$ cat config.mk
export PLATFORM = sky130hd
export DESIGN_NAME = dc_tag_array_flat
export DESIGN_NICKNAME = d
export VERILOG_FILES = /design/src/design/lsu_pkg.sv /design/src/design/dc_lookup_if.sv /design/src/design/dc_fill_if.sv /design/src/design/dc_tag_array.sv /design/src/flat_wrapper.sv
export SDC_FILE = /design/constraint.sdc
export NUM_CORES = 1
export LEC_CHECK = 0
export ABC_CLOCK_PERIOD_IN_PS = 9200
export BUFFER_PORTS_ARGS = -buffer_cell sky130_fd_sc_hd__buf_2
export CAP_MARGIN = 30
export CORE_UTILIZATION = 35
export CTS_CLUSTER_DIAMETER = 100
export DETAILED_ROUTE_END_ITERATION = 10
export PLACE_DENSITY = 0.51
export SKIP_CTS_REPAIR_TIMING = 1
export SYNTH_ARGS = -nofsm -noshare
export SYNTH_HDL_FRONTEND = slang
export SYNTH_SLANG_ARGS = --single-unit
export TNS_END_PERCENT = 1
$ cat constraint.sdc
create_clock -name clk -period 9.2 [get_ports clk]
set_input_delay 1.38 -clock clk [delete_from_list [all_inputs] [get_ports clk]]
set_output_delay 1.38 -clock clk [all_outputs]
set_load 0.01 [all_outputs]
$ cat src/design/lsu_pkg.sv
// Shared widths and types for the load path; loads must be naturally aligned and stay within one line
package lsu_pkg;

    // Datapath widths
    localparam int ADDR_WIDTH = 32;
    localparam int DATA_WIDTH = 32;
    localparam int TAG_WIDTH  = 6;

    // Cache geometry: 16 sets, 2 ways, 32-byte lines
    localparam int DC_LINE_WIDTH      = 5;
    localparam int DC_INDEX_WIDTH     = 4;
    localparam int DC_WAY_WIDTH       = 1;
    localparam int DC_TAG_WIDTH       = 23;
    localparam int DC_SETS            = 2 ** DC_INDEX_WIDTH;
    localparam int DC_WAYS            = 2 ** DC_WAY_WIDTH;
    localparam int DC_DATA_ADDR_WIDTH = DC_INDEX_WIDTH + DC_WAY_WIDTH + DC_LINE_WIDTH;

    // Line refill is one 32-bit word per beat
    localparam int DC_BEATS      = 8;
    localparam int DC_BEAT_WIDTH = 3;

    // Miss queue
    localparam int MSHQ_DEPTH     = 4;
    localparam int MSHQ_PTR_WIDTH = 2;

    // Head entry states of the miss queue
    localparam logic [1:0] MSHQ_IDLE   = 2'd0;
    localparam logic [1:0] MSHQ_REQ    = 2'd1;
    localparam logic [1:0] MSHQ_FILL   = 2'd2;
    localparam logic [1:0] MSHQ_REPLAY = 2'd3;

    // Load functions, encoded like the RISC-V funct3 field
    typedef enum logic [2:0] {
        LSU_FUNC_LB  = 3'b000,
        LSU_FUNC_LH  = 3'b001,
        LSU_FUNC_LW  = 3'b010,
        LSU_FUNC_LBU = 3'b100,
        LSU_FUNC_LHU = 3'b101
    } lsu_func_t;

    // Load address, seen either flat or split into cache fields
    typedef union packed {
        logic [ADDR_WIDTH-1:0] raw;
        struct packed {
            logic [DC_TAG_WIDTH-1:0]   tag;
            logic [DC_INDEX_WIDTH-1:0] index;
            logic [DC_LINE_WIDTH-1:0]  offset;
        } f;
    } dc_addr_u;

endpackage

$ cat src/design/dc_lookup_if.sv
// Cache lookup signals are all combinational within the memory stage cycle
interface dc_lookup_if import lsu_pkg::*; ();

    // Lookup request from the memory stage
    logic [DC_INDEX_WIDTH-1:0]     index;
    logic [DC_TAG_WIDTH-1:0]       tag;
    logic [DC_DATA_ADDR_WIDTH-1:0] data_addr;

    // Tag compare result
    logic                          hit;
    logic [DC_WAY_WIDTH-1:0]       way;

    // Four bytes starting at data_addr
    logic [DATA_WIDTH-1:0]         data;

    modport lsu (output index, tag, data_addr, input hit, way, data);

    modport tag_side (input index, tag, output hit, way);

    modport data_side (input data_addr, output data);

endinterface

$ cat src/design/dc_fill_if.sv
// One refill word is written on every cycle with valid high; way is picked by the tag array
interface dc_fill_if import lsu_pkg::*; ();

    // Refill beat from the miss queue
    logic                     valid;
    dc_addr_u                 addr;
    logic [DC_BEAT_WIDTH-1:0] beat;
    logic [DATA_WIDTH-1:0]    data;
    logic                     last;

    // Way that receives the line
    logic [DC_WAY_WIDTH-1:0]  way;

    modport mshq (output valid, addr, beat, data, last);

    // Tag side only needs the line address and the closing beat
    modport tag_side (input valid, addr, last, output way);

    modport data_side (input valid, addr, beat, data, way);

endinterface

$ cat src/design/dc_tag_array.sv
// Two-way tag store; a fill reuses the way holding its line, else takes the set's victim way
module dc_tag_array import lsu_pkg::*; (
    input  logic          clk,
    input  logic          i_rst,
    dc_lookup_if.tag_side lookup,
    dc_fill_if.tag_side   fill
);

    logic [DC_TAG_WIDTH-1:0] tags [DC_SETS][DC_WAYS];
    logic [DC_WAYS-1:0]      valid [DC_SETS];
    logic [DC_WAY_WIDTH-1:0] victim [DC_SETS];

    logic [DC_INDEX_WIDTH-1:0] fill_index;
    logic                      fill_match;
    logic [DC_WAY_WIDTH-1:0]   match_way;

    // Lookup compare across both ways
    always_comb begin
        lookup.hit = 1'b0;
        lookup.way = '0;
        for (int w = 0; w < DC_WAYS; w++) begin
            if (valid[lookup.index][w] && tags[lookup.index][w] == lookup.tag) begin
                lookup.hit = 1'b1;
                lookup.way = DC_WAY_WIDTH'(w);
            end
        end
    end

    assign fill_index = fill.addr.f.index;

    // Line may already be present when two misses to it were queued
    always_comb begin
        fill_match = 1'b0;
        match_way  = '0;
        for (int w = 0; w < DC_WAYS; w++) begin
            if (valid[fill_index][w] && tags[fill_index][w] == fill.addr.f.tag) begin
                fill_match = 1'b1;
                match_way  = DC_WAY_WIDTH'(w);
            end
        end
    end

    assign fill.way = fill_match ? match_way : victim[fill_index];

    // Evicted line is dropped on its first overwritten beat, new line goes valid on the last
    always_ff @(posedge clk) begin
        if (i_rst) begin
            for (int s = 0; s < DC_SETS; s++) begin
                valid[s]  <= '0;
                victim[s] <= '0;
            end
        end else if (fill.valid) begin
            if (fill.last) begin
                valid[fill_index][fill.way] <= 1'b1;
                if (!fill_match) begin
                    victim[fill_index] <= victim[fill_index] + DC_WAY_WIDTH'(1);
                end
            end else if (!fill_match) begin
                valid[fill_index][fill.way] <= 1'b0;
            end
        end
    end

    always_ff @(posedge clk) begin
        if (fill.valid && fill.last) begin
            tags[fill_index][fill.way] <= fill.addr.f.tag;
        end
    end

endmodule

$ cat src/flat_wrapper.sv
// flat-port wrapper written by rule: the top's interface ports become plain ports
module dc_tag_array_flat import lsu_pkg::*;
  (clk, i_rst, lookup_index, lookup_tag, lookup_hit, lookup_way, fill_valid, fill_addr, fill_last, fill_way);
  dc_lookup_if lookup_i ();
  dc_fill_if fill_i ();
  input  logic clk;
  input  logic i_rst;
  input wire logic [$bits(lookup_i.index)-1:0] lookup_index;
  input wire logic [$bits(lookup_i.tag)-1:0] lookup_tag;
  output wire logic [$bits(lookup_i.hit)-1:0] lookup_hit;
  output wire logic [$bits(lookup_i.way)-1:0] lookup_way;
  input wire logic [$bits(fill_i.valid)-1:0] fill_valid;
  input wire logic [$bits(fill_i.addr)-1:0] fill_addr;
  input wire logic [$bits(fill_i.last)-1:0] fill_last;
  output wire logic [$bits(fill_i.way)-1:0] fill_way;
  assign lookup_i.index = lookup_index;
  assign lookup_i.tag = lookup_tag;
  assign lookup_hit = lookup_i.hit;
  assign lookup_way = lookup_i.way;
  assign fill_i.valid = fill_valid;
  assign fill_i.addr = fill_addr;
  assign fill_i.last = fill_last;
  assign fill_way = fill_i.way;
  dc_tag_array u_core (.clk(clk), .i_rst(i_rst), .lookup(lookup_i), .fill(fill_i));
endmodule
# After elaboration in Yosys (flattened, before gate mapping)
# Memory sizes are Yosys's and may differ from the RTL's.
# Cells that the tools add are included.
[totals] regBits=0 elab_cells=60 mem_count=3 mem_bits_rw=784 output_inout_bits=3 inputBits=63
[memory_table] name="u_core.tags" depth=16 word_bits=46 read_ports=2 rd_ports_with_merged_regs=0 wr=1 line_no="dc_tag_array.sv:9" rtl="logic [DC_TAG_WIDTH-1:0] tags [DC_SETS][DC_WAYS];"
[memory_table] name="u_core.valid" depth=16 word_bits=2 read_ports=2 rd_ports_with_merged_regs=0 wr=16 line_no="dc_tag_array.sv:10" rtl="logic [DC_WAYS-1:0] valid [DC_SETS];"
[memory_table] name="u_core.victim" depth=16 word_bits=1 read_ports=1 rd_ports_with_merged_regs=0 wr=16 line_no="dc_tag_array.sv:11" rtl="logic [DC_WAY_WIDTH-1:0] victim [DC_SETS];"
[op_classes] n_mux=36 reduce_logical=9 n_lt_le_gt_ge=4 n_eq_ne=4 addsub=1 n_bitwise=3
[op_table] op="equality test 23 bit" count=4
[op_table] op="two-way mux 46 bit" count=1
[op_table] op="two-way mux 1 bit" count=26
[op_table] op="demux 23 bit (select 1 bit)" count=1
[op_table] op="two-way mux 23 bit" count=1
[op_table] op="two-way mux 2 bit" count=4
[op_table] op="two-way mux 4 bit" count=2
[op_table] op="logical AND 1 bit" count=7
[op_table] op=">= comparator 2 bit (second input constant)" count=1
[op_table] op="< comparator 1 x 2 -> 1 bit (second input constant)" count=1
[op_table] op="< comparator 2 x 1 -> 1 bit (second input constant)" count=1
[op_table] op="inverter 1 -> 2 bit" count=1
[op_table] op="bitwise OR 1 bit" count=2
[op_table] op="OR reduction 2 bit" count=1
[op_table] op="adder 1 bit (second input constant)" count=1
[op_table] op="demux 1 bit (select 1 bit)" count=1
[op_table] op=">= comparator 1 bit (second input constant)" count=1
[op_table] op="OR reduction 1 bit" count=1

# Depth between registers and ports, before layout
# An unclocked memory read counts as a cell.
[depth] depth_word=14 ltp_mapped=16 mapped_depth_nobuf=9

# Least setup slack after synthesis
# Ideal clock, no wire load.
[synth_timing] path_type="input to register" from="input port fill_addr[5]" to="memory u_core.tags[0][0] (netlist name) (enable)" setup_time_ps=439 required_ps=8761 path_stages=11 setup_slack_ps=3112 arrival_time_ps=5649 n_path_buf=3 path_cell_list="buf_6 -> buf_6 -> mux4_2 -> a221oi_1 -> nand4b_1 -> o22ai_1 -> o22ai_1 -> nor4_2 -> nand4b_2 -> clkbuf_1 -> a211oi_1"
[synth_via] elab_chain_len=12 elab_cells_between_ends=18 classes_between="order compare (2); eq/ne (2); mux (7); bitwise (1); reduce/logical (3); memory (3)"
[synth_rtl] item="start: declaration" line_no="flat_wrapper.sv:13" rtl="input wire logic [$bits(fill_i.addr)-1:0] fill_addr;"
[synth_rtl] item="memory read (16 x 46 bit)"
[synth_rtl] item="equality test 23 bit" line_no="dc_tag_array.sv:36" rtl="if (valid[fill_index][w] && tags[fill_index][w] == fill.addr.f.tag) begin"
[synth_rtl] item="logical AND 1 bit" line_no="dc_tag_array.sv:36"
[synth_rtl] item="two-way mux 1 bit (2 in series)" line_no="dc_tag_array.sv:36"
[synth_rtl] item="two-way mux 1 bit" line_no="dc_tag_array.sv:43" rtl="assign fill.way = fill_match ? match_way : victim[fill_index];"
[synth_rtl] item="inverter 1 -> 2 bit (not written as such)" line_no="dc_tag_array.sv:66" rtl="tags[fill_index][fill.way] <= fill.addr.f.tag;"
[synth_rtl] item=">= comparator 2 bit (not written as such) or < comparator 2 x 1 -> 1 bit (tied branches)" line_no="dc_tag_array.sv:66"
[synth_rtl] item="logical AND 1 bit (not written as such)" line_no="dc_tag_array.sv:66"
[synth_rtl] item="two-way mux 23 bit (not written as such)" line_no="dc_tag_array.sv:66"
[synth_rtl] item="demux 23 bit (select 1 bit)" line_no="dc_tag_array.sv:66"
[synth_rtl] item="two-way mux 46 bit (not written as such)" line_no="dc_tag_array.sv:66"
[synth_rtl] item="end: declaration" line_no="dc_tag_array.sv:9"
# Parallel ways exist; a longest one is shown, timed or not.

# Final worst setup path
[layout_timing] from="input port fill_addr[6]" to="output port fill_way"
[layout_via] elab_chain_len=6 elab_cells_between_ends=11 classes_between="eq/ne (2); mux (4); reduce/logical (2); memory (3)"
[layout_rtl] item="memory read (16 x 46 bit)"
[layout_rtl] item="equality test 23 bit" line_no="dc_tag_array.sv:36"
[layout_rtl] item="logical AND 1 bit" line_no="dc_tag_array.sv:36"
[layout_rtl] item="two-way mux 1 bit (2 in series)" line_no="dc_tag_array.sv:36"
[layout_rtl] item="two-way mux 1 bit *" line_no="dc_tag_array.sv:43"
[layout_rtl] item="end: declaration" line_no="flat_wrapper.sv:15" rtl="output wire logic [$bits(fill_i.way)-1:0] fill_way;"
# Every way passes the cells marked *; elsewhere a longest branch is shown, timed or not.

==> flow_summary.ini <==
[pwr]
total_power_uw = 8380
leakage_uw = 0.0142
power_density_nw_per_um2 = 189
ir_drop_v = 0.000158

[sta]
finClkSkew_ns = 0.0270
max_freq_mhz = 140
final.period_utilization_pct = 77.5
tns_ns = 0
tightestPinTransition_ns = 1.05
finalSetupViolCount = 0
rsz0062_at_grt = false
min_period_ns = 7.13
hold_viol = 0
whs_ns = 0.913
max_slew_margin_pct = 30.0
drv_slew = 0

[logic_synthesis]
yosys.area.top_type = edfxtp_1
synth_nets = 2169
synth_seq_cells = 784
yosys-top-cells-area = edfxtp_1, mux4_2, mux2i_1
synth_warnings = 0
seq_area_frac_synth_pct = 60.3
yosys_most_used_dff = edfxtp_1
synth_edf_count = 784
synth_area_per_cell_sq_um = 18.5
synthCells = 2106
synthesis.area_sq_um = 39000
async_reset_ff_share_pct = 0
synth_top_area_share_pct = 60.3
yosysUniqueCellTypes = 79

[floorplanning]
core-area_sq_um = 111000
die_w_um = 336
pin_count = 66
initial_utilization_pct = 35.3
fp-row-count = 122
die_area_sq_um = 113000
die_h_um = 336

[setup_path]
critical_path_class = in -> out
cp_max_fo = 71
cp-end-kind = primary output
arrival_ns = 5.75
r2r_slack_ns = 4.49
required_ns = 7.82
start_kind = input pin

[clock_network]
cts_tree = yes
cts.path.max_buffers = 3
cts_num_sinks = 784
clk_latency_ns = 0.67
cts-root-buf = clkbuf_16
htree_levels = 3
cts_made_buffers = 91
clk_pin_slew_ns = 0.05

[global_route]
grt_use_total_pct = 23.5
busiest_layer = met2
gr-usage-met3_pct = 5.97
grt_overflow_total = 0
grtUsageMet2_pct = 37.5
grt_start_max_net_pins = 77
grt_pass1_vias = 23430
grt_pass1_wl_um = 183000
antenna_found_initial = 9
grt_util_met1_pct = 30.8

[outcome]
status = completed

[layout]
finalCoreUtilization_pct = 40.1
nets = 2261
drive_gt1_share_pct = 33.4
area_delta_synth_final_pct = 13.8

[placed_design]
portBuffers = 60
dpl.hpwl_um = 83900
gp_congestion = 0.908

[drt]
vias = 22726
first_iter_violations = 2567
ant_nets = 0
drtPass1Iterations = 5
via_per_inst = 6.05
routedWlPerCell_um = 35.1
wirelength_um = 132000
route.detailed.drc = 0

[worst_hold_path]
hold_path.class = in -> reg

[flow_run]
drv_cap = 0
synth_stat cells, drive strengths merged, types with 4 or more instances:
master / instances
o211ai: 4
nor3: 38
nor2b: 8
o2bb2ai: 6
and2: 23
mux4: 395
a21oi: 20
o22ai: 20
o31ai: 4
nand2b: 9
edfxtp: 784
and3: 9
xnor2: 51
a22oi: 38
nor2: 63
nand3: 15
or2: 4
nand4: 8
o21ai: 13
a31oi: 6
a21o: 37
o221ai: 4
xor2: 34
buf: 96
inv: 21
a2bb2oi: 5
nor4: 14
a31o: 4
a211oi: 23
mux2: 19
mux2i: 147
nand2: 51
nand4b: 5
a221oi: 8
o21bai: 17
clkbuf: 59
metrics by stage:
step	cells	area, sq um	setup slack (ns)
2_1_floorplan	2106	39000	3.11
3_3_place_gp	3590	41400	2.09
3_5_place_dp	3593	41500	2.03
4_1_cts	3755	44400	2.03
5_1_grt	3755	44400	1.91
6_report	3757	44400	2.07
where the power goes:
| part | leakage, uW | internal [uW] | switching [uW] | total (uW) |
|---|---|---|---|---|
| Combinational | 0.00572 | 317 | 518 | 835 |
| Sequential | 0.00712 | 3960 | 10.9 | 3970 |
| Clock | 0.00140 | 2090 | 1490 | 3580 |
| Total | 0.0142 | 6360 | 2020 | 8380 |
final timing paths:
path,cells after the start,start,end
min reg2reg,4,u_core.victim[7],u_core.victim[7]
max reg2reg,10,u_core.tags[10][45],u_core.tags[13][29]
max,12,fill_addr[6],fill_way
min,1,fill_addr[22],u_core.tags[2][13]
worst max-delay path, stage by stage:
cell      delay, ns
buf_8          0.57
buf_4          0.58
buf_4          0.31
mux4_2         0.51
mux2i_1        0.50
a221oi_1       0.28
o21ai_1        0.20
nor4_2         0.09
nand4b_2       0.11
buf_4          0.47
nand2_4        0.35
buf_2          0.28
logic make-up after synthesis:
family                 count (synthesis)  share of synthesized area, %
buffers and inverters                176                          2.47
AO/OA/AOI/OAI                        242                          4.63
multiplexers                         561                          27.1
flip-flops                           784                          60.3
XOR/XNOR                              85                          1.91
AND/OR/NAND/NOR                      258                          3.56
flip-flops by register name, indices dropped and copies added (netlist names):
name           flops
u_core.victim     16
u_core.valid      32
u_core.tags      736
placed cells by master, fill, tap and decap left out, drive strengths merged, types with 32 or more instances in the layout:
| cell | Yosys | layout |
|---|---|---|
| nand2 | 51 | 51 |
| a21o | 37 | 37 |
| xor2 | 34 | 34 |
| mux2i | 147 | 147 |
| mux4 | 395 | 395 |
| xnor2 | 51 | 51 |
| nor2 | 63 | 63 |
| a22oi | 38 | 38 |
| clkinv | 0 | 32 |
| clkbuf | 59 | 109 |
| edfxtp | 784 | 784 |
| nor3 | 38 | 38 |
| buf | 96 | 151 |
layer usage:
metal | vias to the layer above | part of all wire (%)
met5 | - | 0.13
li1 | 9169 | -
met2 | 1146 | 47
met4 | 8 | 3.9
met3 | 252 | 8.8
met1 | 12151 | 40
cell type report:
type | count | area (sq um)
clock buffers | 106 | 2350
repair buffers | 154 | 1200
multi-input cells | 1146 | 14800
fillers | 9849 | 66200
clock inverters | 56 | 557
inverters | 21 | 78.8
diodes | 2 | 5.00
well taps | 1488 | 1860
flip-flops and latches | 784 | 23500
Note: power is estimated with default switching activity, not from simulation.
