## src/design/lsu_pkg.sv

```systemverilog
// Shared widths and types for the load path; loads must be naturally aligned and stay within one line
package lsu_pkg;

    // Datapath widths
    localparam int ADDR_WIDTH = 32;
    localparam int DATA_WIDTH = 32;
    localparam int TAG_WIDTH  = 6;

    // Cache geometry: 16 sets, 2 ways, 32-byte lines
    localparam int DC_LINE_WIDTH      = 5;
    localparam int DC_INDEX_WIDTH     = 4;
    localparam int DC_WAY_WIDTH       = 1;
    localparam int DC_TAG_WIDTH       = 23;
    localparam int DC_SETS            = 2 ** DC_INDEX_WIDTH;
    localparam int DC_WAYS            = 2 ** DC_WAY_WIDTH;
    localparam int DC_DATA_ADDR_WIDTH = DC_INDEX_WIDTH + DC_WAY_WIDTH + DC_LINE_WIDTH;

    // Line refill is one 32-bit word per beat
    localparam int DC_BEATS      = 8;
    localparam int DC_BEAT_WIDTH = 3;

    // Miss queue
    localparam int MSHQ_DEPTH     = 4;
    localparam int MSHQ_PTR_WIDTH = 2;

    // Head entry states of the miss queue
    localparam logic [1:0] MSHQ_IDLE   = 2'd0;
    localparam logic [1:0] MSHQ_REQ    = 2'd1;
    localparam logic [1:0] MSHQ_FILL   = 2'd2;
    localparam logic [1:0] MSHQ_REPLAY = 2'd3;

    // Load functions, encoded like the RISC-V funct3 field
    typedef enum logic [2:0] {
        LSU_FUNC_LB  = 3'b000,
        LSU_FUNC_LH  = 3'b001,
        LSU_FUNC_LW  = 3'b010,
        LSU_FUNC_LBU = 3'b100,
        LSU_FUNC_LHU = 3'b101
    } lsu_func_t;

    // Load address, seen either flat or split into cache fields
    typedef union packed {
        logic [ADDR_WIDTH-1:0] raw;
        struct packed {
            logic [DC_TAG_WIDTH-1:0]   tag;
            logic [DC_INDEX_WIDTH-1:0] index;
            logic [DC_LINE_WIDTH-1:0]  offset;
        } f;
    } dc_addr_u;

endpackage

```

## src/design/dc_lookup_if.sv

```systemverilog
// Cache lookup signals are all combinational within the memory stage cycle
interface dc_lookup_if import lsu_pkg::*; ();

    // Lookup request from the memory stage
    logic [DC_INDEX_WIDTH-1:0]     index;
    logic [DC_TAG_WIDTH-1:0]       tag;
    logic [DC_DATA_ADDR_WIDTH-1:0] data_addr;

    // Tag compare result
    logic                          hit;
    logic [DC_WAY_WIDTH-1:0]       way;

    // Four bytes starting at data_addr
    logic [DATA_WIDTH-1:0]         data;

    modport lsu (output index, tag, data_addr, input hit, way, data);

    modport tag_side (input index, tag, output hit, way);

    modport data_side (input data_addr, output data);

endinterface

```

## src/design/lsu_mem.sv

```systemverilog
// Memory stage has no state; a hit writes back this cycle and a miss enqueues this cycle
module lsu_mem import lsu_pkg::*; (
    // From the address stage
    input  logic                  i_valid,
    input  lsu_func_t             i_func,
    input  dc_addr_u              i_addr,
    input  logic [TAG_WIDTH-1:0]  i_tag,

    // Tag and data lookup
    dc_lookup_if.lsu              lookup,

    // Writeback, no handshake
    output logic                  o_wb_valid,
    output logic [DATA_WIDTH-1:0] o_wb_data,
    output logic [ADDR_WIDTH-1:0] o_wb_addr,
    output logic [TAG_WIDTH-1:0]  o_wb_tag,

    // Missed load to the miss queue
    output logic                  o_mshq_en,
    output lsu_func_t             o_mshq_func,
    output dc_addr_u              o_mshq_addr,
    output logic [TAG_WIDTH-1:0]  o_mshq_tag
);

    // Tag lookup uses the cache fields of the address
    assign lookup.index = i_addr.f.index;
    assign lookup.tag   = i_addr.f.tag;

    // Byte address into the data array, way comes from the tag compare
    assign lookup.data_addr = {i_addr.f.index, lookup.way, i_addr.f.offset};

    // Misses keep the whole load for the replay
    assign o_mshq_en   = i_valid && !lookup.hit;
    assign o_mshq_func = i_func;
    assign o_mshq_addr = i_addr;
    assign o_mshq_tag  = i_tag;

    assign o_wb_valid = i_valid && lookup.hit;
    assign o_wb_addr  = i_addr.raw;
    assign o_wb_tag   = i_tag;

    // Addressed byte sits in bits 7:0 of the returned word
    always_comb begin
        case (i_func)
            LSU_FUNC_LB:  o_wb_data = {{(DATA_WIDTH-8){lookup.data[7]}}, lookup.data[7:0]};
            LSU_FUNC_LH:  o_wb_data = {{(DATA_WIDTH-16){lookup.data[15]}}, lookup.data[15:0]};
            LSU_FUNC_LW:  o_wb_data = lookup.data;
            LSU_FUNC_LBU: o_wb_data = {{(DATA_WIDTH-8){1'b0}}, lookup.data[7:0]};
            LSU_FUNC_LHU: o_wb_data = {{(DATA_WIDTH-16){1'b0}}, lookup.data[15:0]};
            default:      o_wb_data = lookup.data;
        endcase
    end

endmodule

```

## src/flat_wrapper.sv

```systemverilog
// flat-port wrapper written by rule: the top's interface ports become plain ports
module lsu_mem_flat import lsu_pkg::*;
  (i_valid, i_func, i_addr, i_tag, o_wb_valid, o_wb_data, o_wb_addr, o_wb_tag, o_mshq_en, o_mshq_func, o_mshq_addr, o_mshq_tag, lookup_index, lookup_tag, lookup_data_addr, lookup_hit, lookup_way, lookup_data);
  dc_lookup_if lookup_i ();
  input  logic i_valid;
  input  lsu_func_t i_func;
  input  dc_addr_u i_addr;
  input  logic [TAG_WIDTH-1:0] i_tag;
  output logic o_wb_valid;
  output logic [DATA_WIDTH-1:0] o_wb_data;
  output logic [ADDR_WIDTH-1:0] o_wb_addr;
  output logic [TAG_WIDTH-1:0] o_wb_tag;
  output logic o_mshq_en;
  output lsu_func_t o_mshq_func;
  output dc_addr_u o_mshq_addr;
  output logic [TAG_WIDTH-1:0] o_mshq_tag;
  output wire logic [$bits(lookup_i.index)-1:0] lookup_index;
  output wire logic [$bits(lookup_i.tag)-1:0] lookup_tag;
  output wire logic [$bits(lookup_i.data_addr)-1:0] lookup_data_addr;
  input wire logic [$bits(lookup_i.hit)-1:0] lookup_hit;
  input wire logic [$bits(lookup_i.way)-1:0] lookup_way;
  input wire logic [$bits(lookup_i.data)-1:0] lookup_data;
  assign lookup_index = lookup_i.index;
  assign lookup_tag = lookup_i.tag;
  assign lookup_data_addr = lookup_i.data_addr;
  assign lookup_i.hit = lookup_hit;
  assign lookup_i.way = lookup_way;
  assign lookup_i.data = lookup_data;
  lsu_mem u_core (.i_valid(i_valid), .i_func(i_func), .i_addr(i_addr), .i_tag(i_tag), .lookup(lookup_i), .o_wb_valid(o_wb_valid), .o_wb_data(o_wb_data), .o_wb_addr(o_wb_addr), .o_wb_tag(o_wb_tag), .o_mshq_en(o_mshq_en), .o_mshq_func(o_mshq_func), .o_mshq_addr(o_mshq_addr), .o_mshq_tag(o_mshq_tag));
endmodule
```

## config.mk

```make
export PLATFORM = sky130hd
export DESIGN_NAME = lsu_mem_flat
export DESIGN_NICKNAME = d
export VERILOG_FILES = /design/src/design/lsu_pkg.sv /design/src/design/dc_lookup_if.sv /design/src/design/lsu_mem.sv /design/src/flat_wrapper.sv
export SDC_FILE = /design/constraint.sdc
export NUM_CORES = 1
export LEC_CHECK = 0
export ABC_AREA = 1
export BUFFER_PORTS_ARGS = -buffer_cell sky130_fd_sc_hd__buf_2
export CAP_MARGIN = 20
export CORE_AREA = 2 2 88 90
export DETAILED_ROUTE_END_ITERATION = 8
export DIE_AREA = 0 0 90 92
export PLACE_DENSITY_LB_ADDON = 0.3
export SLEW_MARGIN = 25
export SYNTH_ARGS = -nofsm -noshare
export SYNTH_HDL_FRONTEND = slang
export SYNTH_SLANG_ARGS = --single-unit
export TNS_END_PERCENT = 1
```

## constraint.sdc

```tcl
create_clock -name vclk -period 2
set_input_delay 0.3 -clock vclk [all_inputs]
set_output_delay 0.3 -clock vclk [all_outputs]
set_load 0.03 [all_outputs]
```

Word-level counts from Yosys, hierarchy flattened
Index checks and enable logic that the tools add are counted.
W data, S select, Z words.
{"block": "totals", "regBits": 0, "in_bits": 76, "out_inout_bits": 150, "word_cells": 8}
{"block": "classes", "n_eq_ne": 3, "n_mux": 1, "n_reduce_logical": 4}
{"operator": "$pmux W32 S4", "n": 1}
{"operator": "$eq A3 B3 Y1 const B", "n": 2}
{"operator": "$eq A3 B1 Y1 const B", "n": 1}
{"operator": "$logic_not A3 Y1", "n": 1}
{"operator": "$logic_and A1 B1 Y1", "n": 2}
{"operator": "$logic_not A1 Y1", "n": 1}

Depth between registers and ports, before layout
Gate-level depths: netlist of the first run.
{"block": "depth", "ltp_word": 2, "depth_mapped": 5, "ltp_nobuf": 4}

Worst setup path after synthesis of the first run
No wires, ideal clock.
{"block": "synth_timing", "path_type": "input to output", "startpoint": "in i_func[1]", "endpoint": "out o_wb_data[16]", "arrival_time_ps": 1033, "required_ps": 1700, "slack_ps": 667, "path_stages": 5, "n_path_buf": 2, "path_cell_list": "buf_6 nor2_2 nand3_2 buf_6 nand3_1"}
{"block": "synth_via", "elab_chain_cells": 2, "word_cells_on_any_way": 5, "classes_between": "eq/ne (3); mux (1); reduce/logical (1)"}
{"item": "from (decl)", "line": "flat_wrapper.sv:6", "source": "input lsu_func_t i_func;"}
{"item": "$eq A3 B3 Y1, or another cell as far along", "line": "lsu_mem.sv:44", "source": "case (i_func)"}
{"item": "$pmux W32 S4 (*)", "line": "lsu_mem.sv:44"}
{"item": "to (decl)", "line": "flat_wrapper.sv:10", "source": "output logic [DATA_WIDTH-1:0] o_wb_data;"}
Mark *: on every way between the ends. The rest lies on a longest branch, timed or not.

Final worst setup path of the first run
{"block": "layout_timing", "startpoint": "in i_func[0]", "endpoint": "out o_wb_data[29]"}
The elaborated chain is that of the path after synthesis.

==> results of run 1 <==
logic make-up (layout without fill, tap and decap cells):
kind of cell           after synthesis  in the layout  synth area share
buffers and inverters              134             67            0.7617
and+or+nand+nor                     56             56            0.2383
through the flow:
| stage | cells | power (mW) | worst slack, ns | cell area [um2] |
|---|---|---|---|---|
| 6_report | 225 | 0.2357 | 0.4311 | 774.5 |
| 5_1_grt | 225 | 0.2546 | 0.3013 | 774.5 |
| 4_1_cts | 225 | 0.2399 | 0.4067 | 774.5 |
| 3_5_place_dp | 225 | 0.2393 | 0.4073 | 774.5 |
| 3_3_place_gp | 225 | 0.2398 | 0.4183 | 774.5 |
| 2_1_floorplan | 190 | 0.6132 | 0.6670 | 1313 |
final cells by class:
class	count	area [um2]	share of cell area
Timing Repair Buffer	62	315.3	0.4071
Multi-Input combinational cell	56	312.8	0.4039
Tap cell	102	127.6	0.1648
Inverter	5	18.77	0.02423
worst max path at each step:
stage | start | end | slack, ns | depth (start not counted)
floorplan | i_func[1] | o_wb_data[16] | 0.67 | 5
global placement | i_func[0] | o_wb_data[16] | 0.42 | 6
detailed placement | i_func[0] | o_wb_data[29] | 0.41 | 6
CTS | i_func[0] | o_wb_data[29] | 0.41 | 6
global route | i_func[0] | o_wb_data[24] | 0.30 | 6
finish | i_func[0] | o_wb_data[29] | 0.43 | 6
critical path: cells and delay by family:
| kind | cells | cell delay, ns |
|---|---|---|
| buffers and inverters | 3 | 0.60 |
| and+or+nand+nor | 3 | 0.35 |
layer usage:
metal / vias up / share of wire / GRT usage / wire [um]
met4: 0 / 0.099 / 0.05000 / 220
met2: 50 / 0.40 / 0.06642 / 897
met1: 264 / 0.34 / 0.05010 / 744
li1: 323 / - / - / -
met3: 32 / 0.16 / 0.01726 / 355
met5: - / 0 / 0 / 0
power groups by stage:
stage / combinational, mW / sequential [mW] / clock (mW)
after global placement: 0.240 / 0 / 0
after global routing: 0.255 / 0 / 0
after CTS: 0.240 / 0 / 0
after detailed placement: 0.239 / 0 / 0
final: 0.236 / 0 / 0
after floorplan: 0.613 / 0 / 0
placed cells by master (no fill, tap or decap), drive strengths merged:
| cell type | synthesis | routed |
|---|---|---|
| nand3 | 20 | 20 |
| nand2 | 33 | 33 |
| nor2 | 3 | 3 |
| inv | 5 | 5 |
| buf | 129 | 62 |
==> run metrics, run 1 <==
Die H 92 um; Final Hold Vio Count 0; synth top area cells buf_4 71%, nand2_1 9.4%, nand3_2 8.4%; DRT Wirelength 2.218 mm; syn avg cell area 6.908 um2; initial core utilization 0.1762; maximum vdd drop 0.00004349 V; clock share of power 0; FF+latch count 0; DR vias/cell 2.973; Inserted Diodes 0; min-delay src lookup_way; Yosys warnings 0; Hold Crit Depth 0; first-pass GRT wire length 3.208 mm; Synth top area share 0.7092; f_max 637.4 MHz; Post-Synthesis Cells 190; internal power 0.07649 mW; antenna viol nets, final 0; leakage power 0.5233 nW; initial antenna violation count 0; largest net degree at the start of global routing 18; Final min period 1.569 ns; Setup TNS 0 ns; RSZ-0062 raised after global routing false; DRT iter0 DRCs 15; Sw Pwr 0.1592 mW; pin slew with the least headroom to its limit 0.2762 ns; # setup viols final 0; CP arrival 1.27 ns; Hold Crit Class in2out; Post-Syn Nets 266; Commonest cells post-synth 124 x buf_4, 33 x nand2_1, 11 x nand3_2; Reg area 0 um2; via count 669; Core Util, Final 0.1040; Residual DRC 0; Sequential Power Share 0; Die Wd 90 um; drt wl/cell 9.858 um; Crit path top cell by count buf_2; Switching Share 0.6754; gr usage total 0.04631; I/O pin total 226; Final Max Slew Viols 0; Post-CTS Setup Inserts 0; critical path's slowest cell buf_4; sequential area share after synthesis 0; gr ovfl total 0; CP max stage delay 0.26 ns; startpoint types primary input; Combinational Power Share 1.000; CP Class in2out; vias in the first global route 610; share of cells above drive strength 1 0.6179; CP cell instances buf_2 -> nor2_2 -> nand3_2 -> buf_4 -> nand3_1 -> buf_2; cts hold-fix bufs 0; status completed; max_slew headroom 0.8159; cts repair resizes 0; pwr dens 304.3 nW/um2; row count 32; DR pass1 iterations 2; Required @ worst endpoint 1.70 ns; Mapped Area 1313 um2; die outline area 8280 um2; CP Capture Type output pin; port bufs 60; Hold Worst Slack 0.6000 ns; Max Cap Violations 0; Worst Path Max Fanout 16; most common cell in the netlist buf_4; RePlAce Congestion 0.5835; Synth area leader buf_4; core area 7447 um2; post-DP HPWL 1.859 mm; Tcrit/Tclk final 0.7845; synth-to-layout area growth -40.99%; WHS Endpoint lookup_data_addr[5]; fillers 911; Nets 201; Distinct cells, synth 11; clock buf count 0
Note: power is estimated with default switching activity, not from simulation.
==> inputs of run 2 (changes only) <==
--- a/config.mk
+++ b/config.mk
@@ -8,9 +8,9 @@
 export ABC_AREA = 1
 export BUFFER_PORTS_ARGS = -buffer_cell sky130_fd_sc_hd__buf_2
 export CAP_MARGIN = 20
-export CORE_AREA = 2 2 88 90
+export CORE_AREA = 2 2 89 91
 export DETAILED_ROUTE_END_ITERATION = 8
-export DIE_AREA = 0 0 90 92
+export DIE_AREA = 0 0 91 93
 export PLACE_DENSITY_LB_ADDON = 0.3
 export SLEW_MARGIN = 25
 export SYNTH_ARGS = -nofsm -noshare
==> constraint.sdc (replaced) <==
create_clock -name vclk -period 1.48
set_input_delay 0.222 -clock vclk [all_inputs]
set_output_delay 0.222 -clock vclk [all_outputs]
set_load 0.03 [all_outputs]
==> run metrics, run 2 (synthesized netlist as in run 1, its figures left out) <==
Die H 93 um; Switching Share 0.6687; Design Power 0.3232 mW; cts repair resizes 0; DR vias/cell 3.093; Final min period 1.311 ns; # setup viols final 0; Core Util, Final 0.1056; Crit path top cell by count buf_2; clock buf count 0; antenna viol nets, final 0; Die Wd 91 um; critical path's slowest cell nand3_4; port bufs 60; row count 32; startpoint types primary input; initial core utilization 0.1744; final non-filler cell area 794.5 um2; Reg area 0 um2; Nets 202; gr ovfl total 0; pwr dens 406.8 nW/um2; synth-to-layout area growth -39.47%; Required @ worst endpoint 1.26 ns; gr usage total 0.04811; RSZ-0062 raised after global routing false; first-pass GRT wire length 3.429 mm; dpl cells 226; CP Capture Type output pin; RePlAce Congestion 0.5531; cts hold-fix bufs 0; CP max stage delay 0.23 ns; Residual DRC 0; largest net degree at the start of global routing 25; DP Area 794.5 um2; DR pass1 iterations 4; maximum vdd drop 0.00006520 V; f_max 762.5 MHz; Worst Path Max Fanout 17; fillers 888; multi-input logic area 312.8 um2; FF+latch count 0; Final Non-Filler Cells 226; max_slew headroom 0.8160; Post-CTS Setup Inserts 0; CP arrival 1.09 ns; Inserted Diodes 0; I/O pin total 226; most common cell after layout, fill and taps aside buf_2; internal power 0.1071 mW; pin slew with the least headroom to its limit 0.2760 ns; share of cells above drive strength 1 0.6210; Setup TNS 0 ns; clock share of power 0; drt wl/cell 10.14 um; via count 699; CP cell instances buf_2 -> nor2_4 -> nand3_4 -> nand3_1 -> buf_2; Tcrit/Tclk final 0.8861; leakage power 0.5340 nW; Max Cap Violations 0; vias in the first global route 692; Sw Pwr 0.2161 mW; CP Class in2out; DRT iter0 DRCs 37; post-DP HPWL 1.854 mm; initial antenna violation count 0; final worst setup slack 0.1686 ns; most frequent cells in the layout 60 x buf_2, 33 x nand2_1, 11 x nand3_2, 8 x nand3_1, 5 x inv_1; DRT Wirelength 2.292 mm; Post-Place Worst Slack 0.1506 ns; Sequential Power Share 0; status completed; die outline area 8463 um2; Hold Worst Slack 0.4440 ns; core area 7527 um2; Hold Crit Class in2out; Final Hold Vio Count 0; Combinational Power Share 1.000; Final Max Slew Viols 0
==> run 2: cell types whose count changed in the layout (fill, tap and decap cells not counted), sizes merged <==
cell	before	now
buf	62	63
==> run 2: per-layer routing <==
metal	GRT usage	vias up	routed length, um
met2	0.08272	62	1039
met3	0.02337	42	413
met5	0	-	0
met4	0.05177	0	212
li1	-	325	-
met1	0.03801	270	627
==> run 2: critical path, delay by kind of cell <==
| kind | cells | cell delay [ns] |
|---|---|---|
| buffers and inverters | 2 | 0.33 |
| and+or+nand+nor | 3 | 0.53 |
==> run 2: area by class of cell <==
| type | count | area share |
|---|---|---|
| inverter | 5 | 0.02362 |
| multi-input combinational | 56 | 0.3937 |
| tap | 102 | 0.1606 |
| timing repair buffer | 63 | 0.4220 |
==> run 2: power groups by stage <==
stage               Combinational (mW)  Clock, mW  Sequential (mW)
global route                     0.349          0                0
global placement                 0.327          0                0
CTS                              0.328          0                0
floorplan                        0.829          0                0
finish                           0.323          0                0
detailed placement               0.327          0                0
==> run 2: worst paths after layout <==
| kind | depth (start not counted) | from | to | slack [ns] |
|---|---|---|---|---|
| worst min-delay path | 0 | lookup_way | lookup_data_addr[5] | 0.44 |
| worst max-delay path | 5 | i_func[1] | o_wb_data[24] | 0.17 |
