--- src/design/lsu_pkg.sv ---
// Shared widths and types for the load path; loads must be naturally aligned and stay within one line
package lsu_pkg;

    // Datapath widths
    localparam int ADDR_WIDTH = 32;
    localparam int DATA_WIDTH = 32;
    localparam int TAG_WIDTH  = 6;

    // Cache geometry: 16 sets, 2 ways, 32-byte lines
    localparam int DC_LINE_WIDTH      = 5;
    localparam int DC_INDEX_WIDTH     = 4;
    localparam int DC_WAY_WIDTH       = 1;
    localparam int DC_TAG_WIDTH       = 23;
    localparam int DC_SETS            = 2 ** DC_INDEX_WIDTH;
    localparam int DC_WAYS            = 2 ** DC_WAY_WIDTH;
    localparam int DC_DATA_ADDR_WIDTH = DC_INDEX_WIDTH + DC_WAY_WIDTH + DC_LINE_WIDTH;

    // Line refill is one 32-bit word per beat
    localparam int DC_BEATS      = 8;
    localparam int DC_BEAT_WIDTH = 3;

    // Miss queue
    localparam int MSHQ_DEPTH     = 4;
    localparam int MSHQ_PTR_WIDTH = 2;

    // Head entry states of the miss queue
    localparam logic [1:0] MSHQ_IDLE   = 2'd0;
    localparam logic [1:0] MSHQ_REQ    = 2'd1;
    localparam logic [1:0] MSHQ_FILL   = 2'd2;
    localparam logic [1:0] MSHQ_REPLAY = 2'd3;

    // Load functions, encoded like the RISC-V funct3 field
    typedef enum logic [2:0] {
        LSU_FUNC_LB  = 3'b000,
        LSU_FUNC_LH  = 3'b001,
        LSU_FUNC_LW  = 3'b010,
        LSU_FUNC_LBU = 3'b100,
        LSU_FUNC_LHU = 3'b101
    } lsu_func_t;

    // Load address, seen either flat or split into cache fields
    typedef union packed {
        logic [ADDR_WIDTH-1:0] raw;
        struct packed {
            logic [DC_TAG_WIDTH-1:0]   tag;
            logic [DC_INDEX_WIDTH-1:0] index;
            logic [DC_LINE_WIDTH-1:0]  offset;
        } f;
    } dc_addr_u;

endpackage

--- src/design/dc_fill_if.sv ---
// One refill word is written on every cycle with valid high; way is picked by the tag array
interface dc_fill_if import lsu_pkg::*; ();

    // Refill beat from the miss queue
    logic                     valid;
    dc_addr_u                 addr;
    logic [DC_BEAT_WIDTH-1:0] beat;
    logic [DATA_WIDTH-1:0]    data;
    logic                     last;

    // Way that receives the line
    logic [DC_WAY_WIDTH-1:0]  way;

    modport mshq (output valid, addr, beat, data, last);

    // Tag side only needs the line address and the closing beat
    modport tag_side (input valid, addr, last, output way);

    modport data_side (input valid, addr, beat, data, way);

endinterface

--- src/design/mshq.sv ---
// In-order miss queue serving one line at a time; memory beats arrive lowest word first, no stall
module mshq import lsu_pkg::*; (
    input  logic                  clk,
    input  logic                  i_rst,

    // Missed load from the memory stage
    input  logic                  i_en,
    input  lsu_func_t             i_func,
    input  dc_addr_u              i_addr,
    input  logic [TAG_WIDTH-1:0]  i_tag,
    output logic                  o_accept_ok,

    // Replay of the head load
    output logic                  o_replay_valid,
    output lsu_func_t             o_replay_func,
    output dc_addr_u              o_replay_addr,
    output logic [TAG_WIDTH-1:0]  o_replay_tag,
    input  logic                  i_replay_ack,

    // External memory
    output logic                  o_mem_req_valid,
    output logic [ADDR_WIDTH-1:0] o_mem_req_addr,
    input  logic                  i_mem_req_ready,
    input  logic                  i_mem_resp_valid,
    input  logic [DATA_WIDTH-1:0] i_mem_resp_data,

    dc_fill_if.mshq               fill
);

    lsu_func_t               q_func [MSHQ_DEPTH];
    dc_addr_u                q_addr [MSHQ_DEPTH];
    logic [TAG_WIDTH-1:0]    q_tag  [MSHQ_DEPTH];

    logic [MSHQ_PTR_WIDTH-1:0] head;
    logic [MSHQ_PTR_WIDTH-1:0] tail;
    logic [MSHQ_PTR_WIDTH:0]   count;
    logic [1:0]                state;
    logic [DC_BEAT_WIDTH-1:0]  beat_cnt;
    logic                      last_beat;
    logic                      pop;
    dc_addr_u                  line_addr;

    // Two free slots cover the load in the memory stage and the one behind it
    assign o_accept_ok = count <= (MSHQ_PTR_WIDTH+1)'(MSHQ_DEPTH - 2);

    always_comb begin
        line_addr          = q_addr[head];
        line_addr.f.offset = '0;
    end

    assign o_mem_req_valid = (state == MSHQ_REQ);
    assign o_mem_req_addr  = line_addr.raw;

    assign last_beat  = (beat_cnt == DC_BEAT_WIDTH'(DC_BEATS - 1));
    assign fill.valid = (state == MSHQ_FILL) && i_mem_resp_valid;
    assign fill.addr  = line_addr;
    assign fill.beat  = beat_cnt;
    assign fill.data  = i_mem_resp_data;
    assign fill.last  = last_beat;

    assign o_replay_valid = (state == MSHQ_REPLAY);
    assign o_replay_func  = q_func[head];
    assign o_replay_addr  = q_addr[head];
    assign o_replay_tag   = q_tag[head];
    assign pop            = o_replay_valid && i_replay_ack;

    always_ff @(posedge clk) begin
        if (i_en) begin
            q_func[tail] <= i_func;
            q_addr[tail] <= i_addr;
            q_tag[tail]  <= i_tag;
        end
    end

    always_ff @(posedge clk) begin
        if (i_rst) begin
            head     <= '0;
            tail     <= '0;
            count    <= '0;
            state    <= MSHQ_IDLE;
            beat_cnt <= '0;
        end else begin
            if (i_en) begin
                tail <= tail + MSHQ_PTR_WIDTH'(1);
            end
            if (pop) begin
                head <= head + MSHQ_PTR_WIDTH'(1);
            end
            count <= count + (MSHQ_PTR_WIDTH+1)'(i_en) - (MSHQ_PTR_WIDTH+1)'(pop);

            case (state)
                MSHQ_IDLE: begin
                    if (count != '0) begin
                        state <= MSHQ_REQ;
                    end
                end
                MSHQ_REQ: begin
                    if (i_mem_req_ready) begin
                        state    <= MSHQ_FILL;
                        beat_cnt <= '0;
                    end
                end
                MSHQ_FILL: begin
                    // Gaps between beats just hold the counter
                    if (i_mem_resp_valid) begin
                        beat_cnt <= beat_cnt + DC_BEAT_WIDTH'(1);
                        if (last_beat) begin
                            state <= MSHQ_REPLAY;
                        end
                    end
                end
                default: begin
                    if (i_replay_ack) begin
                        state <= MSHQ_IDLE;
                    end
                end
            endcase
        end
    end

endmodule

--- src/flat_wrapper.sv ---
// flat-port wrapper written by rule: the top's interface ports become plain ports
module mshq_flat import lsu_pkg::*;
  (clk, i_rst, i_en, i_func, i_addr, i_tag, o_accept_ok, o_replay_valid, o_replay_func, o_replay_addr, o_replay_tag, i_replay_ack, o_mem_req_valid, o_mem_req_addr, i_mem_req_ready, i_mem_resp_valid, i_mem_resp_data, fill_valid, fill_addr, fill_beat, fill_data, fill_last);
  dc_fill_if fill_i ();
  input  logic clk;
  input  logic i_rst;
  input  logic i_en;
  input  lsu_func_t i_func;
  input  dc_addr_u i_addr;
  input  logic [TAG_WIDTH-1:0] i_tag;
  output logic o_accept_ok;
  output logic o_replay_valid;
  output lsu_func_t o_replay_func;
  output dc_addr_u o_replay_addr;
  output logic [TAG_WIDTH-1:0] o_replay_tag;
  input  logic i_replay_ack;
  output logic o_mem_req_valid;
  output logic [ADDR_WIDTH-1:0] o_mem_req_addr;
  input  logic i_mem_req_ready;
  input  logic i_mem_resp_valid;
  input  logic [DATA_WIDTH-1:0] i_mem_resp_data;
  output wire logic [$bits(fill_i.valid)-1:0] fill_valid;
  output wire logic [$bits(fill_i.addr)-1:0] fill_addr;
  output wire logic [$bits(fill_i.beat)-1:0] fill_beat;
  output wire logic [$bits(fill_i.data)-1:0] fill_data;
  output wire logic [$bits(fill_i.last)-1:0] fill_last;
  assign fill_valid = fill_i.valid;
  assign fill_addr = fill_i.addr;
  assign fill_beat = fill_i.beat;
  assign fill_data = fill_i.data;
  assign fill_last = fill_i.last;
  mshq u_core (.clk(clk), .i_rst(i_rst), .i_en(i_en), .i_func(i_func), .i_addr(i_addr), .i_tag(i_tag), .o_accept_ok(o_accept_ok), .o_replay_valid(o_replay_valid), .o_replay_func(o_replay_func), .o_replay_addr(o_replay_addr), .o_replay_tag(o_replay_tag), .i_replay_ack(i_replay_ack), .o_mem_req_valid(o_mem_req_valid), .o_mem_req_addr(o_mem_req_addr), .i_mem_req_ready(i_mem_req_ready), .i_mem_resp_valid(i_mem_resp_valid), .i_mem_resp_data(i_mem_resp_data), .fill(fill_i));
endmodule
--- config.mk ---
export PLATFORM = sky130hd
export DESIGN_NAME = mshq_flat
export DESIGN_NICKNAME = d
export VERILOG_FILES = /design/src/design/lsu_pkg.sv /design/src/design/dc_fill_if.sv /design/src/design/mshq.sv /design/src/flat_wrapper.sv
export SDC_FILE = /design/constraint.sdc
export NUM_CORES = 1
export LEC_CHECK = 0
export BUFFER_PORTS_ARGS = -buffer_cell sky130_fd_sc_hd__buf_2
export CELL_PAD_IN_SITES_DETAIL_PLACEMENT = 1
export CELL_PAD_IN_SITES_GLOBAL_PLACEMENT = 1
export CORE_UTILIZATION = 38
export CTS_CLUSTER_DIAMETER = 50
export DETAILED_ROUTE_END_ITERATION = 10
export PLACE_DENSITY_LB_ADDON = 0.1
export SYNTH_ARGS = -nofsm -noshare
export SYNTH_HDL_FRONTEND = slang
export SYNTH_SLANG_ARGS = --single-unit
--- constraint.sdc ---
create_clock -name clk -period 2 [get_ports clk]
set_input_delay 0.4 -clock clk [delete_from_list [all_inputs] [get_ports clk]]
set_output_delay 0.4 -clock clk [all_outputs]
set_load 0.03 [all_outputs]
# Word-level counts from Yosys, hierarchy flattened

Memory sizes are Yosys's and may differ from the RTL's. A register that Yosys moved wholly into a read port is not among the register bits.
Index checks and enable logic that the tools add are counted.

Add/subtract/negate cells: 5
Order comparisons: 1
Mux-type cells: 17
Eq/ne operators: 8
Reduce and logical (&&, ||, !) cells: 8

Operators by type and width:

| cell                                                                  | number |
|---|---|
| 2-bit 2-to-1 mux                                                      | 11 |
| 3-bit 2-to-1 mux                                                      | 2 |
| 2-bit one-hot mux with 3 select lines                                 | 1 |
| 3-bit one-hot mux with 2 select lines                                 | 1 |
| 5-bit AND reduction                                                   | 1 |
| 2-bit by 1-bit adder with 2-bit output, second input constant         | 2 |
| 2-bit == test, second input constant                                  | 2 |
| 2-bit by 1-bit != test with 1-bit output, second input constant       | 2 |
| 2-bit != test, second input constant                                  | 2 |
| 4-bit nonzero test                                                    | 1 |
| 3-bit by 1-bit adder with 3-bit output                                | 1 |
| 3-bit by 1-bit adder with 3-bit output, second input constant         | 1 |
| 3-bit == test, second input constant                                  | 1 |
| 3-bit by 2-bit <= comparator with 1-bit output, second input constant | 1 |
| 3-bit AND reduction                                                   | 1 |
| 3-bit nonzero test                                                    | 1 |
| 3-bit by 1-bit subtractor with 3-bit output                           | 1 |
| 2-bit by 1-bit == test with 1-bit output, second input constant       | 1 |
| 1-bit logical AND                                                     | 2 |
| 2-bit logical NOT                                                     | 1 |
| 1-bit 2-to-1 mux                                                      | 2 |
| 2-bit nonzero test                                                    | 1 |

Input bits: 79
Bits in writable memories: 164
Output and inout bits: 145
Register bits after elaboration: 12
Memories: 3

Memory list:

| memory        | words | width | rd ports | clocked after Yosys merged registers in | wr ports | line       | text |
|---|---|---|---|---|---|---|---|
| u_core.q_addr | 4     | 32    | 1        | 1                                       | 1        | mshq.sv:31 | `dc_addr_u q_addr [MSHQ_DEPTH];` |
| u_core.q_tag  | 4     | 6     | 1        | 1                                       | 1        | mshq.sv:32 | `logic [TAG_WIDTH-1:0] q_tag [MSHQ_DEPTH];` |
| u_core.q_func | 4     | 3     | 1        | 1                                       | 1        | mshq.sv:30 | `lsu_func_t q_func [MSHQ_DEPTH];` |

# Logic depth before layout (Yosys ltp)

Depth after elaboration: 4
Gate-level depth with buffers: 9
Gate-level depth less buffers: 9

# Worst setup path after synthesis

Ideal clock, no wire load.

Path type: reg-to-reg
Start point: register u_core.state[0]
End point: register u_core.count[2]
Cell stages (with the launch flop): 10
Setup slack: -0.069 ns
Path buffers: 0
Period minus slack after synthesis: 2.069 ns
Arrival time: 1.941 ns
Path through: dfxtp_1 ha_1 and2_1 ha_1 inv_1 ha_1 inv_1 fa_1 xnor2_1 nor2_1

Cells in the longest elaborated chain, start to end: 3

RTL lines:

| item                                        | line               | text |
|---|---|---|
| start, declared                             | mshq.sv:37         | `logic [1:0] state;` |
| start signal, assigned                      | mshq.sv:80         | `state <= MSHQ_IDLE;` |
| start signal, assigned                      | mshq.sv:94         | `state <= MSHQ_REQ;` |
| start signal, assigned                      | mshq.sv:99         | `state <= MSHQ_FILL;` |
| 2-bit == test                               | mshq.sv:61         | `assign o_replay_valid = (state == MSHQ_REPLAY);` |
| net o_replay_valid                          | flat_wrapper.sv:12 | `output logic o_replay_valid;` |
| 1-bit logical AND                           | mshq.sv:65         | `assign pop = o_replay_valid && i_replay_ack;` |
| net u_core.pop                              | mshq.sv:40         | `logic pop;` |
| 3-bit by 1-bit subtractor with 3-bit output | mshq.sv:89         | `count <= count + (MSHQ_PTR_WIDTH+1)'(i_en) - (MSHQ_PTR_WIDTH+1)'(pop);` |
| end signal, assigned                        | mshq.sv:89         |  |
| end, declared                               | mshq.sv:36         | `logic [MSHQ_PTR_WIDTH:0] count;` |

The timed path passes the listed nets, and every way through them passes these cells.
A chain may end at the register's enable or synchronous reset.

==> impl_metrics.tcl <==
set metrics [dict create \
    hold_slack_ns 0.1860 \
    drt_wl_total_um 14080 \
    die_h_um 141.7 \
    fillers 1830 \
    min_period_ns 2.208 \
    critPathMaxFanout 10 \
    grt_max_degree 32 \
    critPathArrivalTime_ns 1.81 \
    start_kind "flop" \
    yosys_warnings 0 \
    post-route-period-util_pct 110.4 \
    power_switching_share_pct 26.53 \
    grt_pass1_vias 3690 \
    power_density_nw_per_um2 1061 \
    antenna_found_initial 2 \
    ff2ff_setup_slack_ns 0.08 \
    hp-start "i_func[0]" \
    cts_made_buffers 17 \
    cts.clk_slew.worst_paths_ns 0.07 \
    cts_buffer_depth 2 \
    synth_cell_types 28 \
    avgSynthCellArea_um2 18.82 \
    post-route-drc-count 0 \
    ir_worst_vdd_v 0.0006204 \
    cts_tree "built" \
    post_drt_wl_per_cell_um 18.69 \
    cts_root_buffer "clkbuf_16" \
    hold_path_depth 1 \
    fin_worst_skew_ns 0.006876 \
    worst_r2r_endpoint "u_core.count[2]" \
    r2r-start "u_core.state[0]" \
    ant_nets 0 \
    hp-class "input pin to flop" \
    io-pin-count 224 \
    intPower_mw 6.815 \
    drive_gt1_share_pct 51.02 \
    utilization_pct 46.25 \
    viasPerCell 4.681 \
    cts_setup_buffers 0 \
    status "finished with violations" \
    pwr-share-clk_pct 36.7 \
    netlist_area_um2 7416 \
    rows 50 \
    rsz0062_at_grt "yes" \
    start_util_pct 39.25 \
    p_sw_mw 2.461 \
    htreeDepth 4 \
    grt_pass1_wl_um 21110 \
    gp_congestion 0.7208 \
    overflow 0 \
    slew_violations 0 \
    maxCapViolCount 0 \
    clk_latency_ns 0.42 \
    dp_hpwl_um 8941 \
    port_buffers 149 \
    multi_input_area_um2 1456 \
    leakagePower_nw 3.126 \
    grt_usage_pct 14.64 \
    syn_inst 394 \
    vias 3525 \
    seq_area_frac_synth_pct 70.19 \
    drt_pass1_iterations 4 \
    critPathRequiredTime_ns 1.60 \
    nets 572 \
    setup_viol 95 \
    drt_iter0_drc 214 \
    die_w_um 141.7 \
    ys_ff_latch 178 \
    holdBufCountCts 0 \
    seq_area_um2 5215 \
    die_area_um2 20080 \
    area.growth.synth_to_final_pct 17.83 \
    core_area_um2 18890 \
    critPathCaptureType "output port" \
    worstSetupPathType "flop to output port" \
    sequentialPowerShare_pct 47.0 \
    cts.sinks 178 \
    min_delay_worst_endpoint "u_core.q_func[1][0]" \
    r2r_cells 9 \
    violations "negative setup slack" \
    timing.fmax_mhz 452.9 \
    hold_viol_final 0 \
    final.setup.worst_slack_ns -0.2080 \
    comb_power_share_pct 16.3 \
]
[per-stage QoR]
step           power, mW  setup TNS (ns)  setup slack (ns)  instances  cell area (µm²)
2_1_floorplan      5.689               0           0.02604        403             7452
3_3_place_gp       5.858               0           0.08314        718             7941
3_5_place_dp       5.888               0           0.03257        718             7941
4_1_cts            9.376          -20.44           -0.2523        750             8657
5_1_grt            9.649          -24.32           -0.2836        752             8736
6_report           9.275          -16.40           -0.2080        753             8738
[worst max-delay path, stage by stage (launching register included)]
cell and delay, ns:
dfxtp_4 0.43, clkbuf_16 0.21, mux4_2 0.54, buf_2 0.20
[synth_stat cells]
| master | n | area (µm²) |
|---|---|---|
| edfxtp_1 | 164 | 4925 |
| dfxtp_1 | 14 | 280.3 |
| nand3_1 | 1 | 5.000 |
| a21oi_1 | 3 | 15.01 |
| buf_4 | 100 | 750.7 |
| mux4_2 | 41 | 923.4 |
| ha_1 | 13 | 162.7 |
| xnor2_1 | 3 | 26.28 |
| conb_1 | 1 | 3.750 |
| nor2_1 | 8 | 30.03 |
| fa_1 | 1 | 20.02 |
| clkbuf_1 | 2 | 7.510 |
| nand2b_1 | 4 | 25.02 |
| and2_2 | 1 | 7.510 |
| xor2_1 | 1 | 8.760 |
| nor2b_1 | 2 | 12.51 |
| or4_4 | 1 | 11.26 |
| a31o_2 | 1 | 8.760 |
| mux2i_1 | 4 | 40.04 |
| o21ai_0 | 4 | 20.02 |
| a21boi_1 | 1 | 7.510 |
| buf_1 | 5 | 18.77 |
| nand4_1 | 2 | 12.51 |
| nor3_1 | 1 | 5.000 |
| inv_1 | 9 | 33.78 |
| nor4b_2 | 1 | 15.01 |
| nand4b_1 | 1 | 8.760 |
| and2_1 | 5 | 31.28 |
[what timing repair did]
item                       CTS  global route
gates resized for setup     36             9
hold endpoints to repair     0             0
gates cloned                 0             2
pin swaps                    0             2
setup endpoints to repair   96            98
[power groups by stage]
stage	registers (mW)	clock network (mW)	logic, mW
2_1_floorplan	4.41	0	1.28
3_3_place_gp	4.41	0	1.45
3_5_place_dp	4.42	0	1.47
4_1_cts	4.34	3.51	1.52
5_1_grt	4.37	3.65	1.62
6_report	4.36	3.41	1.51
[registers in the layout, indices dropped and copies added, names as in the netlist, named ones only]
register          cells
u_core.q_addr       128
u_core.count          3
u_core.fill.beat      3
u_core.q_func        12
u_core.state          2
u_core.tail           2
u_core.q_tag         24
u_core.head           2
[cell usage in the layout, fill, tap and decap left out, drive strengths merged, types with 4 or more instances in the layout]
| cell type | count |
|---|---|
| and2 | 6 |
| clkinv | 4 |
| ha | 13 |
| nand2b | 4 |
| o21ai | 4 |
| edfxtp | 164 |
| nor2 | 8 |
| conb | 10 |
| mux2i | 4 |
| clkbuf | 22 |
| mux4 | 41 |
| dfxtp | 14 |
| inv | 13 |
| buf | 160 |
[how the worst max path moves through the flow]
stage                    start            endpoint  slack, ns  cells past startpoint
6_report                  flop       fill_addr[11]      -0.21                      3
5_1_grt                   flop   o_replay_addr[11]      -0.28                      3
4_1_cts                   flop   o_replay_addr[13]      -0.25                      3
3_5_place_dp   u_core.state[0]     u_core.count[2]       0.03                      9
3_3_place_gp   u_core.state[0]     u_core.count[2]       0.08                      9
2_1_floorplan             flop  o_mem_req_addr[10]       0.03                      4
[routing by layer]
| metal | part of all wire, % | GRT usage (%) | up-vias |
|---|---|---|---|
| met5 | 0.071 | 0 | - |
| met4 | 1.5 | 5.320 | 2 |
| met3 | 5.4 | 5.197 | 28 |
| met2 | 50 | 24.24 | 119 |
| met1 | 43 | 17.63 | 1800 |
| li1 | - | - | 1576 |
[kinds of logic (layout without fill, tap and decap cells)]
kind of cell    count (synthesis)  after routing  synth area share [%]
other cells                     1             11               0.05057
buf+inv                       116            205                 10.93
simple gates                   27             27                 2.210
flops                         178            178                 70.19
compound gates                  9              9                0.6918
fa+ha+maj                      14             14                 2.463
mux                            45             45                 12.99
xor+xnor                        4              4                0.4725
[cell type report]
type / instances / area share, %
sequential: 178 / 59.68
multi-input combinational: 109 / 16.67
timing repair buffer: 164 / 12.56
clock buffer: 18 / 4.911
tap: 260 / 3.723
clock inverter: 14 / 2.048
inverter: 9 / 0.3866
antenna: 1 / 0.02864
No activity file was read; power rests on OpenSTA's default activity.
